===== src/source/board_ctrl_pkg.sv =====
/*
  Board control package
  Register map, field widths, status bit positions and reset values
*/
package board_ctrl_pkg;

  // Word address on the bus
  typedef logic [5:0] reg_idx_t;

  localparam int num_regs = 8;

  //----------------------------------------------------------------------
  // Register indices
  //----------------------------------------------------------------------
  localparam reg_idx_t reg_id         = 6'd0;
  localparam reg_idx_t reg_bandsel    = 6'd1;
  localparam reg_idx_t reg_rf_enable  = 6'd2;
  localparam reg_idx_t reg_led        = 6'd3;
  localparam reg_idx_t reg_irq_status = 6'd4;
  localparam reg_idx_t reg_irq_mask   = 6'd5;
  localparam reg_idx_t reg_gpio       = 6'd6;
  localparam reg_idx_t reg_scratch    = 6'd7;

  // Read-only board identifier
  localparam logic [31:0] board_id = 32'h5344_5201;

  //----------------------------------------------------------------------
  // Field widths
  //----------------------------------------------------------------------
  // tx, rx1, rx2, rx1b, rx1c, rx2b, rx2c from bit 0 upward
  localparam int bandsel_w   = 17;
  // tx enables in 3:0, antenna selects in 11:4
  localparam int rf_enable_w = 12;
  localparam int led_w       = 6;
  localparam int gpio_w      = 6;

  // Status bits
  localparam int num_evt     = 3;
  localparam int evt_press   = 0;
  localparam int evt_release = 1;
  localparam int evt_pps     = 2;
  localparam int pps_level   = 8;

  // Reset values
  localparam logic [bandsel_w-1:0]   bandsel_rst   = '0;
  localparam logic [rf_enable_w-1:0] rf_enable_rst = '0;
  localparam logic [led_w-1:0]       led_rst       = '0;
  localparam logic [gpio_w-1:0]      gpio_rst      = '0;
  localparam logic [num_evt-1:0]     irq_mask_rst  = '0;
  localparam logic [31:0]            scratch_rst   = '0;

endpackage


===== src/source/board_req_if.sv =====
/*
  Decoded register request
  One strobe per bus cycle from decode to execute and result
*/
interface board_req_if;
  import board_ctrl_pkg::*;

  logic        req_valid;
  logic        req_we;
  reg_idx_t    req_idx;
  logic [31:0] req_wdata;
  logic [3:0]  req_sel;
  // Index falls inside the register map
  logic        req_hit;

  modport decode (
    output req_valid, req_we, req_idx, req_wdata, req_sel, req_hit
  );

  modport exec (
    input req_valid, req_we, req_idx, req_wdata, req_sel, req_hit
  );

  modport result (
    input req_valid, req_we, req_idx, req_wdata, req_sel, req_hit
  );

endinterface

===== src/source/board_ctrl_regs.sv =====
/*
  Control and status registers
  Byte-selected writes, sticky event status and the masked interrupt
*/
module board_ctrl_regs (
  input  logic                                     bus_clk,
  input  logic                                     bus_rst,
  board_req_if.exec                                req,
  input  logic                                     press,
  input  logic                                     release_evt,
  input  logic                                     pps_edge,
  output logic [board_ctrl_pkg::bandsel_w-1:0]     bandsel,
  output logic [board_ctrl_pkg::rf_enable_w-1:0]   rf_enable,
  output logic [board_ctrl_pkg::led_w-1:0]         led,
  output logic [board_ctrl_pkg::gpio_w-1:0]        gpio,
  output logic [board_ctrl_pkg::num_evt-1:0]       irq_status,
  output logic [board_ctrl_pkg::num_evt-1:0]       irq_mask,
  output logic [31:0]                              scratch,
  output logic                                     irq
);
  import board_ctrl_pkg::*;

  logic               wr;
  logic [num_evt-1:0] evt;
  logic [num_evt-1:0] clr;

  // Replace only the bytes with sel set
  function automatic logic [31:0] merge_bytes(input logic [31:0] cur,
                                              input logic [31:0] wdata,
                                              input logic [3:0]  sel);
    logic [31:0] res;
    res = cur;
    for (int b = 0; b < 4; b++) begin
      if (sel[b]) begin
        res[8*b +: 8] = wdata[8*b +: 8];
      end
    end
    return res;
  endfunction

  assign wr = req.req_valid & req.req_we & req.req_hit;

  //----------------------------------------------------------------------
  // Writable registers
  //----------------------------------------------------------------------
  always_ff @(posedge bus_clk) begin
    if (bus_rst) begin
      bandsel   <= bandsel_rst;
      rf_enable <= rf_enable_rst;
      led       <= led_rst;
      gpio      <= gpio_rst;
      irq_mask  <= irq_mask_rst;
      scratch   <= scratch_rst;
    end else if (wr) begin
      case (req.req_idx)
        reg_bandsel:
          bandsel <= bandsel_w'(merge_bytes(32'(bandsel), req.req_wdata, req.req_sel));
        reg_rf_enable:
          rf_enable <= rf_enable_w'(merge_bytes(32'(rf_enable), req.req_wdata, req.req_sel));
        reg_led:
          led <= led_w'(merge_bytes(32'(led), req.req_wdata, req.req_sel));
        reg_gpio:
          gpio <= gpio_w'(merge_bytes(32'(gpio), req.req_wdata, req.req_sel));
        reg_irq_mask:
          irq_mask <= num_evt'(merge_bytes(32'(irq_mask), req.req_wdata, req.req_sel));
        reg_scratch:
          scratch <= merge_bytes(scratch, req.req_wdata, req.req_sel);
        // ID and status are not plain writes
        default: ;
      endcase
    end
  end

  //----------------------------------------------------------------------
  // Sticky status, write one to clear
  //----------------------------------------------------------------------
  assign evt[evt_press]   = press;
  assign evt[evt_release] = release_evt;
  assign evt[evt_pps]     = pps_edge;

  assign clr = (wr && req.req_idx == reg_irq_status && req.req_sel[0]) ?
               req.req_wdata[num_evt-1:0] : '0;

  always_ff @(posedge bus_clk) begin
    if (bus_rst) begin
      irq_status <= '0;
      irq        <= 1'b0;
    end else begin
      // A new event beats a clear in the same cycle
      irq_status <= evt | (irq_status & ~clr);
      irq        <= |(irq_status & irq_mask);
    end
  end

endmodule


===== src/source/board_ctrl_top.sv =====
/*
  Board control top level
  Wishbone register block driving the radio front-end pins
*/
module board_ctrl_top (
  input  logic                     bus_clk,
  input  logic                     bus_rst,
  input  logic                     wb_cyc,
  input  logic                     wb_stb,
  input  logic                     wb_we,
  input  board_ctrl_pkg::reg_idx_t wb_adr,
  input  logic [3:0]               wb_sel,
  input  logic [31:0]              wb_dat_w,
  output logic [31:0]              wb_dat_r,
  output logic                     wb_ack,
  output logic                     wb_err,
  input  logic                     onswitch_n,
  input  logic                     gps_pps,
  output logic [2:0]               tx_bandsel,
  output logic [2:0]               rx1_bandsel,
  output logic [2:0]               rx2_bandsel,
  output logic [1:0]               rx1b_bandsel,
  output logic [1:0]               rx1c_bandsel,
  output logic [1:0]               rx2b_bandsel,
  output logic [1:0]               rx2c_bandsel,
  output logic [3:0]               tx_enable,
  output logic [7:0]               ant_sel,
  output logic [5:0]               led,
  output logic [5:0]               pl_gpio,
  output logic                     irq
);
  import board_ctrl_pkg::*;

  logic [bandsel_w-1:0]   bandsel;
  logic [rf_enable_w-1:0] rf_enable;
  logic [num_evt-1:0]     irq_status;
  logic [num_evt-1:0]     irq_mask;
  logic [31:0]            scratch;
  logic                   press;
  logic                   release_evt;
  logic                   pps_edge;
  logic                   pps_sync;

  board_req_if req_if ();

  board_reg_decode board_reg_decode_inst (
    .bus_clk  (bus_clk),
    .bus_rst  (bus_rst),
    .wb_cyc   (wb_cyc),
    .wb_stb   (wb_stb),
    .wb_we    (wb_we),
    .wb_adr   (wb_adr),
    .wb_sel   (wb_sel),
    .wb_dat_w (wb_dat_w),
    .req      (req_if.decode)
  );

  board_event_sync board_event_sync_inst (
    .bus_clk     (bus_clk),
    .bus_rst     (bus_rst),
    .onswitch_n  (onswitch_n),
    .gps_pps     (gps_pps),
    .press       (press),
    .release_evt (release_evt),
    .pps_edge    (pps_edge),
    .pps_sync    (pps_sync)
  );

  board_ctrl_regs board_ctrl_regs_inst (
    .bus_clk     (bus_clk),
    .bus_rst     (bus_rst),
    .req         (req_if.exec),
    .press       (press),
    .release_evt (release_evt),
    .pps_edge    (pps_edge),
    .bandsel     (bandsel),
    .rf_enable   (rf_enable),
    .led         (led),
    .gpio        (pl_gpio),
    .irq_status  (irq_status),
    .irq_mask    (irq_mask),
    .scratch     (scratch),
    .irq         (irq)
  );

  board_read_result board_read_result_inst (
    .bus_clk    (bus_clk),
    .bus_rst    (bus_rst),
    .req        (req_if.result),
    .bandsel    (bandsel),
    .rf_enable  (rf_enable),
    .led        (led),
    .gpio       (pl_gpio),
    .irq_status (irq_status),
    .irq_mask   (irq_mask),
    .scratch    (scratch),
    .pps_sync   (pps_sync),
    .wb_dat_r   (wb_dat_r),
    .wb_ack     (wb_ack),
    .wb_err     (wb_err)
  );

  //----------------------------------------------------------------------
  // Front-end pin fields
  //----------------------------------------------------------------------
  assign tx_bandsel   = bandsel[2:0];
  assign rx1_bandsel  = bandsel[5:3];
  assign rx2_bandsel  = bandsel[8:6];
  assign rx1b_bandsel = bandsel[10:9];
  assign rx1c_bandsel = bandsel[12:11];
  assign rx2b_bandsel = bandsel[14:13];
  assign rx2c_bandsel = bandsel[16:15];

  assign tx_enable    = rf_enable[3:0];
  assign ant_sel      = rf_enable[11:4];

endmodule


===== src/source/board_event_sync.sv =====
/*
  Event synchronizers
  Power button press and release edges, GPS PPS rising edge and level
*/
module board_event_sync (
  input  logic bus_clk,
  input  logic bus_rst,
  input  logic onswitch_n,
  input  logic gps_pps,
  output logic press,
  output logic release_evt,
  output logic pps_edge,
  output logic pps_sync
);

  // Stages 0 and 1 synchronize, stage 2 holds the previous level
  logic [2:0] sw_sr;
  logic [2:0] pps_sr;

  always_ff @(posedge bus_clk) begin
    if (bus_rst) begin
      // Button idles released, input is active low
      sw_sr  <= 3'b111;
      pps_sr <= 3'b000;
    end else begin
      sw_sr  <= {sw_sr[1:0], onswitch_n};
      pps_sr <= {pps_sr[1:0], gps_pps};
    end
  end

  //----------------------------------------------------------------------
  // Edge pulses, one cycle each
  //----------------------------------------------------------------------
  // Press is high to low
  assign press       = sw_sr[2] & ~sw_sr[1];
  assign release_evt = ~sw_sr[2] & sw_sr[1];

  assign pps_edge    = ~pps_sr[2] & pps_sr[1];

  // Live level for the status read
  assign pps_sync    = pps_sr[1];

endmodule


===== src/source/board_read_result.sv =====
/*
  Read data and bus response
  Registers the addressed word with ack, or zero data with err
*/
module board_read_result (
  input  logic                                   bus_clk,
  input  logic                                   bus_rst,
  board_req_if.result                            req,
  input  logic [board_ctrl_pkg::bandsel_w-1:0]   bandsel,
  input  logic [board_ctrl_pkg::rf_enable_w-1:0] rf_enable,
  input  logic [board_ctrl_pkg::led_w-1:0]       led,
  input  logic [board_ctrl_pkg::gpio_w-1:0]      gpio,
  input  logic [board_ctrl_pkg::num_evt-1:0]     irq_status,
  input  logic [board_ctrl_pkg::num_evt-1:0]     irq_mask,
  input  logic [31:0]                            scratch,
  input  logic                                   pps_sync,
  output logic [31:0]                            wb_dat_r,
  output logic                                   wb_ack,
  output logic                                   wb_err
);
  import board_ctrl_pkg::*;

  logic [31:0] rd_data;

  // Zero-extended read mux
  always_comb begin
    rd_data = '0;
    case (req.req_idx)
      reg_id:         rd_data = board_id;
      reg_bandsel:    rd_data[bandsel_w-1:0] = bandsel;
      reg_rf_enable:  rd_data[rf_enable_w-1:0] = rf_enable;
      reg_led:        rd_data[led_w-1:0] = led;
      reg_irq_status: begin
        rd_data[num_evt-1:0] = irq_status;
        rd_data[pps_level]   = pps_sync;
      end
      reg_irq_mask:   rd_data[num_evt-1:0] = irq_mask;
      reg_gpio:       rd_data[gpio_w-1:0] = gpio;
      reg_scratch:    rd_data = scratch;
      default:        rd_data = '0;
    endcase
  end

  always_ff @(posedge bus_clk) begin
    if (bus_rst) begin
      wb_ack <= 1'b0;
      wb_err <= 1'b0;
    end else begin
      wb_ack <= req.req_valid & req.req_hit;
      wb_err <= req.req_valid & ~req.req_hit;
    end
  end

  // Data only moves with a request
  always_ff @(posedge bus_clk) begin
    if (bus_rst) begin
      wb_dat_r <= '0;
    end else if (req.req_valid) begin
      wb_dat_r <= req.req_hit ? rd_data : '0;
    end
  end

endmodule


===== src/source/board_reg_decode.sv =====
/*
  Wishbone classic front end
  Turns each bus cycle into one registered register request
*/
module board_reg_decode (
  input  logic                      bus_clk,
  input  logic                      bus_rst,
  input  logic                      wb_cyc,
  input  logic                      wb_stb,
  input  logic                      wb_we,
  input  board_ctrl_pkg::reg_idx_t  wb_adr,
  input  logic [3:0]                wb_sel,
  input  logic [31:0]               wb_dat_w,
  board_req_if.decode               req
);
  import board_ctrl_pkg::*;

  logic        stb_q;
  logic        armed;
  logic        start;
  logic        we_q;
  reg_idx_t    adr_q;
  logic [3:0]  sel_q;
  logic [31:0] dat_q;

  // Input stage
  always_ff @(posedge bus_clk) begin
    if (bus_rst) begin
      stb_q <= 1'b0;
    end else begin
      stb_q <= wb_cyc & wb_stb;
    end
  end

  always_ff @(posedge bus_clk) begin
    we_q  <= wb_we;
    adr_q <= wb_adr;
    sel_q <= wb_sel;
    dat_q <= wb_dat_w;
  end

  // One request per strobe, rearm once strobe seen low
  assign start = stb_q & armed;

  always_ff @(posedge bus_clk) begin
    if (bus_rst) begin
      armed         <= 1'b1;
      req.req_valid <= 1'b0;
    end else begin
      req.req_valid <= start;
      if (start) begin
        armed <= 1'b0;
      end else if (!stb_q) begin
        armed <= 1'b1;
      end
    end
  end

  always_ff @(posedge bus_clk) begin
    if (start) begin
      req.req_we    <= we_q;
      req.req_idx   <= adr_q;
      req.req_wdata <= dat_q;
      req.req_sel   <= sel_q;
      req.req_hit   <= (adr_q < reg_idx_t'(num_regs));
    end
  end

endmodule


===== config.mk =====
export PLATFORM = sky130hd
export DESIGN_NAME = board_ctrl_top
export DESIGN_NICKNAME = d
export VERILOG_FILES = /design/src/source/board_ctrl_pkg.sv /design/src/source/board_req_if.sv /design/src/source/board_ctrl_regs.sv /design/src/source/board_ctrl_top.sv /design/src/source/board_event_sync.sv /design/src/source/board_read_result.sv /design/src/source/board_reg_decode.sv
export SDC_FILE = /design/constraint.sdc
export NUM_CORES = 1
export LEC_CHECK = 0
export CAP_MARGIN = 20
export CORE_MARGIN = 2
export CORE_UTILIZATION = 55
export DETAILED_ROUTE_END_ITERATION = 10
export DONT_BUFFER_PORTS = 1
export PLACE_DENSITY = 0.7
export SLEW_MARGIN = 40
export SYNTH_ARGS = -nofsm -noshare
export SYNTH_HDL_FRONTEND = slang
export SYNTH_SLANG_ARGS = --single-unit

===== constraint.sdc =====
create_clock -name bus_clk -period 4.55 [get_ports bus_clk]
set_input_delay 0.91 -clock bus_clk [delete_from_list [all_inputs] [get_ports bus_clk]]
set_output_delay 0.91 -clock bus_clk [all_outputs]
set_load 0.03 [all_outputs]

After elaboration in Yosys (flattened, before gate mapping). Cells that the tools add are included.

Bits in latches: 0. Register bits: 210. Memory bits (read-only): 0. Bits in writable memories: 0. Output and inout port bits: 76. Bits of input ports: 49. Memories: 0.

Bitwise logic cells: 17. Shift operators: 0. Add/sub/neg operators: 0. Div/mod/pow operators: 0. Mux-type cells: 11. Reductions and logical operators: 16. Eq/ne operators: 8. Multiply operators: 0. Magnitude comparators: 1.

Operators by type and width (number): AND reduction 3 bit (12); 2-to-1 mux 32 bit (1); one-hot mux 15 bit (2 select lines) (1); equality test 6 x 3 -> 1 bit, second input constant (4); one-hot mux 3 bit (8 select lines) (1); one-hot mux 3 bit (5 select lines) (1); one-hot mux 5 bit (3 select lines) (1); equality test 6 x 2 -> 1 bit, second input constant (2); one-hot mux 3 bit (4 select lines) (1); bitwise AND 1 bit (9); bitwise AND 3 bit (2); equality test 6 x 1 -> 1 bit, second input constant (1); logical NOT 6 bit (1); < comparator 6 x 4 -> 1 bit, second input constant (1); one-hot mux 2 bit (3 select lines) (1); inverter 1 bit (4); one-hot mux 1 bit (4 select lines) (1); 2-to-1 mux 3 bit (1); inverter 3 bit (1); OR 3 bit (1); OR reduction 3 bit (1); logical AND 1 bit (2); 2-to-1 mux 1 bit (2); != test 2 bit, second input constant (1).

Logic depth before layout (Yosys ltp). Gate-level depths: netlist (run 1).

Depth after elaboration: 8. Gate-level depth with buffers: 7. Depth with buffers taken out: 4.

Cells and area by module. From an unflattened synthesis (run 1), not the netlist that was laid out.

Cells, all modules: 635. Area total of the unflattened synthesis: 7633.6 µm².

By module, submodules not included: board_ctrl_regs (area each 3402.0 µm², seq. area each 1601.5 µm², times used 1, cells an instance 320); board_reg_decode (area each 2277.2 µm², seq. area each 2242.2 µm², times used 1, cells an instance 95); board_read_result (area each 1778.0 µm², seq. area each 680.7 µm², times used 1, cells an instance 205); board_event_sync (area each 176.4 µm², seq. area each 120.1 µm², times used 1, cells an instance 15).

Least setup slack after synthesis (run 1). Ideal clock, no wire load.

Path type: input port to flip-flop. From: input port bus_rst. To: register board_read_result_inst.wb_dat_r[28]. Library setup time: 0.060 ns. Data required time: 4.490 ns. Arrival time: 1.927 ns. Path slack: 2.563 ns. Buffers on the path: 2. Cell stages on the path: 6. Cells stage by stage: nand3b_1 -> or2_1 -> buf_2 -> nor2_2 -> buf_4 -> a221o_1.

RTL lines: start: declaration (line board_ctrl_top.sv:7) `input logic bus_rst,`; end signal: assignment (line board_read_result.sv:59) `wb_dat_r <= req.req_hit ? rd_data : '0;`; end: declaration (line board_read_result.sv:17) `output logic [31:0] wb_dat_r,`.

Worst setup path in the final report (run 1).
From: register board_reg_decode_inst.req.req_idx[2]. To: register board_ctrl_regs_inst.bandsel[0] in the netlist's numbering.

Word-level cells in the longest chain between the ends: 2.

RTL lines: start: declaration (line board_req_if.sv:17) `output req_valid, req_we, req_idx, req_wdata, req_sel, req_hit`; start signal: assignment (line board_reg_decode.sv:62) `req.req_idx <= adr_q;`; equality test 6 x 1 -> 1 bit (line board_ctrl_regs.sv:55) `case (req.req_idx)`; AND reduction 3 bit (no line); end signal: assignment (line board_ctrl_regs.sv:48) `bandsel <= bandsel_rst;`; end signal: assignment (line board_ctrl_regs.sv:57) `bandsel <= bandsel_w'(merge_bytes(32'(bandsel), req.req_wdata, req.req_sel));`; end: declaration (line board_ctrl_regs.sv:12) `output logic [board_ctrl_pkg::bandsel_w-1:0] bandsel,`.

Every way passes these cells. A chain may end at the register's enable or synchronous reset.

==> metrics.md, run 1 <==
| Metric | Value |
|---|---|
| Die Span Y | about 120 um |
| Vias in the first global route | approximately 4000 |
| Min-Delay Path Class | reg -> reg |
| Syn nets | ~610 |
| Mean Syn Cell Area | 12.61 sq um |
| Die area | 13760 sq um |
| Nets | 610 |
| Setup violators final | 0 |
| Prevailing post-synth register cell | dfxtp_1 |
| Via count | 4248 |
| Post-synth cell types | 46 |
| Crit Path Class | reg -> reg |
| Max-slew violation count | 0 |
| DP Area | slightly above 7000 sq um |
| Width of the die | 117.3 um |
| Post-synth top area cell | dfxtp_1 |
| Drt first-iter violations | around 270 |
| Reg2reg path depth | 5 |
| Root buf cell | clkbuf_16 |
| CTS sink count | 210 |
| Register area share after synthesis | approximately 66% |
| Core area | approximately 13000 sq um |
| # hold bufs at CTS | 0 |
| Fin area | 8011 sq um |
| LEAKAGE | 2.899 nW |
| ANT cells | 0 |
| First-pass GRT wire length | 22.12 mm |
| Final setup TNS | 0 ns |
| # rows | 41 |
| Yosys warns | 0 |
| Port Buffer Count | 0 |
| Pwr Total | 3.886 mW |
| Worst-path fanout max | 29 |
| Critical Path Sink Type | register |
| Worst-margin pin slew | 0.7470 ns |
| Seq cells post-synth | 210 |
| WHS Path Cells | 1 |
| Vias per inst | ~5.7 |
| Synthesized cell area | around 7000 sq um |
| WP data required | 4.93 ns |
| Number of antenna violations at the first check in global routing | 0 |
| GR Overflow Total | 0 |
| Syn Inst Count | 560 |
| Fin crit period | ~2.5 ns |
| Area grow syn2layout | 13.49% |
| Power density over cell area | 485.1 nW/um^2 |
| DP Wirelength | ~9.5 mm |
| Clock tree from TritonCTS | built |
| RSZ-0062 raised after global routing | no |
| Slew headroom | about 50% |
| Final setup margin | 2.078 ns |
| H-tree depth | 1 |
| Post-route ant nets | 0 |
| Setup Fix Bufs, Post-CTS | 0 |
| Outcome | completed |
| # fillers | between 900 and 1000 |
| CP Launch Type | register |
| Remaining DRCs | 0 |
| Worst VDD drop | 0.5046 mV |
| Total Routed Length | around 14 mm |
| Clk slew on worst S/H paths | about 0.060 ns |
| GRT Total Usage | about a fifth |
| Pre-CTS setup slack | around 2.1 ns |
| Data arrival, critical path | 2.85 ns |
| Share of the synthesized area in the top cell type | a little under half |
| Max Freq | 404.6 MHz |
| EDFF count, synth | between 40 and 50 |
| TritonRoute pass-1 iters | 5 |
| Maxcap violations | 0 |
| Final hold viol count | 0 |
| Max Root-Sink Buffers | 3 |
| Largest net degree at the start of global routing | 93 |
| Area contributors post-synth | dfxtp_1 47%, edfxtp_1 19%, mux2i_1 12% |
| Worst skew pair latency | 0.50 ns |
| Ys async rst share | 0% |
| Routed WL per cell | between 15 and 20 um |
| RD Place Congestion | 0.8257 |
| Post_cts resized | 0 |
| Setup Skew | between 0.015 and 0.02 ns |
| Io pins | roughly 130 |
| Share of layout cells above drive strength 1 | 11.27% |
| Starting density of the core | 56.17% |
| Total CTS buffers | 22 |
| Final period util | 54.32% |
[where the power goes]
group / internal [mW] / switching, mW / total, mW
registers: 1.94 / 0.0177 / 1.96
clock network: 1.20 / 0.690 / 1.89
logic: 0.0115 / 0.0267 / 0.0382
[sequential cells by signal (all words and copies together) (netlist names), 3 cells and up]
| name | count |
|---|---|
| board_ctrl_regs_inst.bandsel | 17 |
| board_ctrl_regs_inst.gpio | 6 |
| board_ctrl_regs_inst.irq_mask | 3 |
| board_ctrl_regs_inst.irq_status | 3 |
| board_ctrl_regs_inst.led | 6 |
| board_ctrl_regs_inst.rf_enable | 12 |
| board_ctrl_regs_inst.scratch | 32 |
| board_event_sync_inst.pps_sr | 3 |
| board_event_sync_inst.sw_sr | 3 |
| board_read_result_inst.wb_dat_r | 32 |
| board_reg_decode_inst.adr_q | 6 |
| board_reg_decode_inst.dat_q | 32 |
| board_reg_decode_inst.req.req_idx | 6 |
| board_reg_decode_inst.req.req_sel | 4 |
| board_reg_decode_inst.req.req_wdata | 32 |
| board_reg_decode_inst.sel_q | 4 |
[routing by layer]
metal  GRT usage (%)  vias to the layer above  routed length, um
met4           5.098                        0                219
met1           27.91                     2069               6089
li1                -                     2013                  -
met5               0                        -                  0
met2           33.18                      150               6898
met3           6.231                       16               1288
[cells by family (layout without fill, tap and decap cells)]
logic type,count (synthesis),in the layout,share of synthesized area [%]
simple gates,165,165,12.37
buf+inv,30,47,1.896
mux,90,90,13.19
compound gates,65,65,6.753
flops,210,210,65.79
[Yosys cell counts, types with 2 or more instances]
library cell / instances
nor3_4: 7
a221oi_1: 6
nand2_1: 24
nand3b_1: 2
nor3b_1: 2
a221o_1: 6
nand3_1: 3
mux2_2: 4
nor3_1: 4
nor4_4: 2
mux4_2: 2
clkbuf_1: 20
a32oi_1: 2
nor2_1: 85
o21ai_0: 11
or2_2: 3
a32o_1: 2
dfxtp_1: 166
buf_2: 5
a22oi_1: 8
nor2b_1: 7
and3_1: 3
edfxtp_1: 44
o22ai_1: 3
nand2b_1: 8
o21ai_1: 3
inv_1: 2
a22o_1: 13
a21oi_1: 8
nand4_1: 5
buf_4: 2
mux2i_1: 84
[layout make-up]
class / instances / area, sq um / area share (%)
Clock inverter: 6 / 117.6 / 1.468
Timing Repair Buffer: 5 / 52.55 / 0.6559
Sequential cell: 210 / 4644 / 57.97
Tap cell: 172 / 215.2 / 2.686
Clock buffer: 34 / 678.2 / 8.465
Multi-Input combinational cell: 320 / 2296 / 28.66
Inverter: 2 / 7.507 / 0.09371
[through the flow]
stage,hold WS [ns],instances,util (%)
after floorplan,0.3657,560,-
after global placement,0.3703,706,57.02
after detailed placement,0.3807,709,57.37
after CTS,0.3956,749,63.70
after global routing,0.4053,749,63.74
final,0.3919,749,63.74
[worst max-delay path: stages, from the launching register on]
cell	delay, ns
edfxtp_1	0.37
buf_4	0.25
or4_1	0.78
nor3_4	0.62
mux2i_1	0.26
nor2_1	0.06
[final timing paths]
path	from	end	slack [ns]
max	board_reg_decode_inst.req.req_idx[2]$_DFFE_PP_	board_ctrl_regs_inst.bandsel[0]$_SDFFE_PP0P_	2.08
min	board_reg_decode_inst.stb_q$_SDFF_PP0_	board_reg_decode_inst.armed$_SDFFE_PP1P_	0.39
max reg2reg	board_reg_decode_inst.req.req_idx[2]$_DFFE_PP_	board_ctrl_regs_inst.bandsel[0]$_SDFFE_PP0P_	2.08
min reg2reg	board_reg_decode_inst.stb_q$_SDFF_PP0_	board_reg_decode_inst.armed$_SDFFE_PP1P_	0.39
[layout by cell type (no fill, tap or decap), drive strengths merged, types with 2 or more instances in the layout]
cell type	n
a21oi	8
a221o	6
a221oi	6
a22o	13
a22oi	8
a32o	2
a32oi	2
and3	3
buf	5
bufinv	3
clkbuf	34
clkinv	2
dfxtp	166
edfxtp	44
inv	3
mux2	4
mux2i	84
mux4	2
nand2	24
nand2b	8
nand3	4
nand3b	2
nand4	6
nor2	86
nor2b	7
nor3	12
nor3b	2
nor4	3
o21ai	14
o22ai	3
or2	4
No activity file was read; power rests on OpenSTA's default activity.
==> run 2, diff against run 1 <==
PLACE_DENSITY = 0.73   (was 0.7)
clock period = 2.2 ns   (was 4.55 ns; I/O delays follow)
==> run 2 against run 1 <==
Net effect:
- first-iteration DRC count increased by 38%
- count of clock-buffer cells in the layout increased by 1
- total power increased by 98%
- critical path type unchanged
==> metrics.md, run 2 (same netlist as run 1, synthesis figures left out) <==
| Metric | Value |
|---|---|
| Worst r2r src | board_reg_decode_inst.req.req_idx[3]$_DFFE_PP_ |
| Vias per inst | 5.459 (-3.7%) |
| Clock tree from TritonCTS | built |
| Crit-path cells | or4_1 -> nor3_4 -> buf_4 -> mux2i_1 -> nor2_1 |
| Io pins | 125 (unchanged) |
| Number of antenna violations at the first check in global routing | 0 (unchanged) |
| ANT cells | 0 (unchanged) |
| Maxcap violations | 0 (unchanged) |
| Met2 GRT Util | 34.41% (+1.2 points) |
| GR Overflow Total | 0 (unchanged) |
| LEAKAGE | 3.147 nW (+8.6%) |
| Final period util | 91.70% (+37 points) |
| Crit Path Class | reg -> reg |
| Crit path buf inv count | 1 (unchanged) |
| RSZ-0062 raised after global routing | no |
| Sw Share | 19.21% (+0.30 points) |
| Slowest library cell on the worst path | or4_1 |
| Final hold viol count | 0 (unchanged) |
| # rows | 41 (unchanged) |
| Worst VDD drop | 0.7707 mV (+53%) |
| Most common cell after layout, fill and taps aside | dfxtp_1 |
| Fin Hold WS | 0.02659 ns (-0.3653 ns) |
| Setup Skew | 0.009742 ns (-0.005353 ns) |
| Final setup TNS | 0 ns (unchanged) |
| Total Routed Length | 15.05 mm (+3.8%) |
| Reg power frac | 52.4% (+2.0 points) |
| Worst-path fanout max | 8 (-72%) |
| Switching power | 1.482 mW (+100%) |
| Commonest non-fill, non-tap cells in the layout | 166 x dfxtp_1, 84 x mux2i_1, 84 x nor2_1 |
| Vias in the first global route | 4321 (+7.7%) |
| Core area | 12570 sq um (unchanged) |
| Min-Delay Path Class | in -> reg |
| Final core utilization | 67.67% (+3.9 points) |
| Gate power share | 1.9% (+0.9 points) |
| Fin area | 8504 sq um (+6.2%) |
| Die Span Y | 117.3 um (unchanged) |
| Starting density of the core | 56.17% (unchanged) |
| Share of layout cells above drive strength 1 | 12.70% (+1.4 points) |
| TritonRoute pass-1 iters | 4 (-1) |
| DP Area | 7372 sq um (+2.2%) |
| Clk slew on worst S/H paths | 0.06 ns (about the same) |
| Width of the die | 117.3 um (unchanged) |
| Worst setup startpoint | board_reg_decode_inst.req.req_idx[3]$_DFFE_PP_ |
| WP data required | 2.57 ns (-2.36 ns) |
| Power density over cell area | 906.7 nW/um^2 (+87%) |
| Max Freq | 495.7 MHz (+23%) |
| CP Launch Type | register |
| Internal power | 6.229 mW (+98%) |
| Die area | 13760 sq um (unchanged) |
| Worst-margin pin slew | 0.5964 ns (-0.1506 ns) |
| Grt met1 use | 29.36% (+1.4 points) |
| GRT busiest layer | met2 |
| Nets | 673 (+10%) |
| Setup violators final | 0 (unchanged) |
| First-pass GRT wire length | 23.03 mm (+4.1%) |
| Routed WL per cell | 18.58 um (-4.0%) |
| Post-route ant nets | 0 (unchanged) |
| Max Root-Sink Buffers | 3 (unchanged) |
| Total CTS buffers | 21 (-4.5%) |
| Slew headroom | 60.12% (+10 points) |
| Remaining DRCs | 0 (unchanged) |
| H-tree depth | 1 (unchanged) |
| Port Buffer Count | 0 (unchanged) |
| Worst path top cell family by delay | simple AND/OR/NAND/NOR gates |
| Max-slew violation count | 0 (unchanged) |
| Delay of the slowest critical-path stage | 0.73 ns (-0.05 ns) |
| Largest net degree at the start of global routing | 93 (unchanged) |
| GRT Total Usage | 21.80% (+1.1 points) |
| Via count | 4422 (+4.1%) |
| Drt first-iter violations | 373 (+38%) |
| Data arrival, critical path | 2.39 ns (-0.46 ns) |
| Worst skew pair latency | 0.48 ns (-0.02 ns) |
| Root buf cell | clkbuf_16 |
| Hold Crit Start | bus_rst |
| Setup Fix Bufs, Post-CTS | 0 (unchanged) |
| RD Place Congestion | 0.8960 (+8.5%) |
| Critical Path Sink Type | register |
| Fin crit period | 2.017 ns (-0.4542 ns) |
| Area grow syn2layout | 20.47% |
| CTS sink count | 210 (unchanged) |
| DP Wirelength | 9.880 mm (+3.8%) |
| Outcome | completed |
| Clock Power Share | 45.6% (-3.1 points) |
| Met3 usage | 6.128% (-0.10 points) |
[run 2: cell count changes in the layout (fill, tap and decap cells not counted), moves of 2 or more]
cell	previous run	this run
buf_12	0	2
buf_4	2	24
buf_6	2	0
bufinv_16	3	0
dlygate4sd3_1	0	43
nor3_1	2	4
nor3_2	3	1
[run 2: cell type report]
cell class / count / area (sq um)
Sequential cell: 210 / 4644
Clock buffer: 35 / 691.9
Clock inverter: 2 / 10.01
Timing Repair Buffer: 69 / 650.6
Inverter: 2 / 7.507
Multi-Input combinational cell: 320 / 2285
Tap cell: 172 / 215.2
Fill cell: 923 / 4064
[run 2: worst register-to-register path, stage by stage (launching register included)]
cell and delay, ns:
edfxtp_1 0.40, or4_1 0.73, nor3_4 0.24, buf_4 0.25, mux2i_1 0.23, nor2_1 0.06
[run 2: what timing repair did]
item                                   4_1_cts  5_1_grt
endpoints found under the hold margin       43        0
hold buffers                                43        0
gates resized for setup                      0        0
[run 2: final timing paths]
kind	to	cells past startpoint	slack (ns)
max	board_ctrl_regs_inst.bandsel[2]$_SDFFE_PP0P_	5	0.18
min	board_ctrl_regs_inst.scratch[10]$_SDFFE_PP0P_	1	0.03
max reg2reg	board_ctrl_regs_inst.bandsel[2]$_SDFFE_PP0P_	5	0.18
min reg2reg	board_reg_decode_inst.req.req_wdata[8]$_DFFE_PP_	0	0.40
[run 2: per-stage QoR]
step | power (mW) | setup slack (ns) | cells
after global routing | 7.952 | 0.05199 | 810
after global placement | 4.213 | 0.2618 | 730
after detailed placement | 4.218 | 0.1864 | 730
after floorplan | 4.196 | 0.3581 | 560
after CTS | 7.757 | 0.1666 | 810
final | 7.711 | 0.1827 | 810
[run 2: power by group through the flow]
stage	clock network, mW	registers [mW]	logic, mW
3_3_place_gp	0	4.13	0.0871
2_1_floorplan	0	4.11	0.0832
6_report	3.52	4.04	0.149
3_5_place_dp	0	4.13	0.0889
5_1_grt	3.74	4.05	0.160
4_1_cts	3.56	4.04	0.149
[run 2: layer usage]
metal	share of wire [%]	vias to the layer above
li1	-	2125
met1	43	2127
met2	47	141
met3	8.0	29
met4	2.6	0
met5	0	-
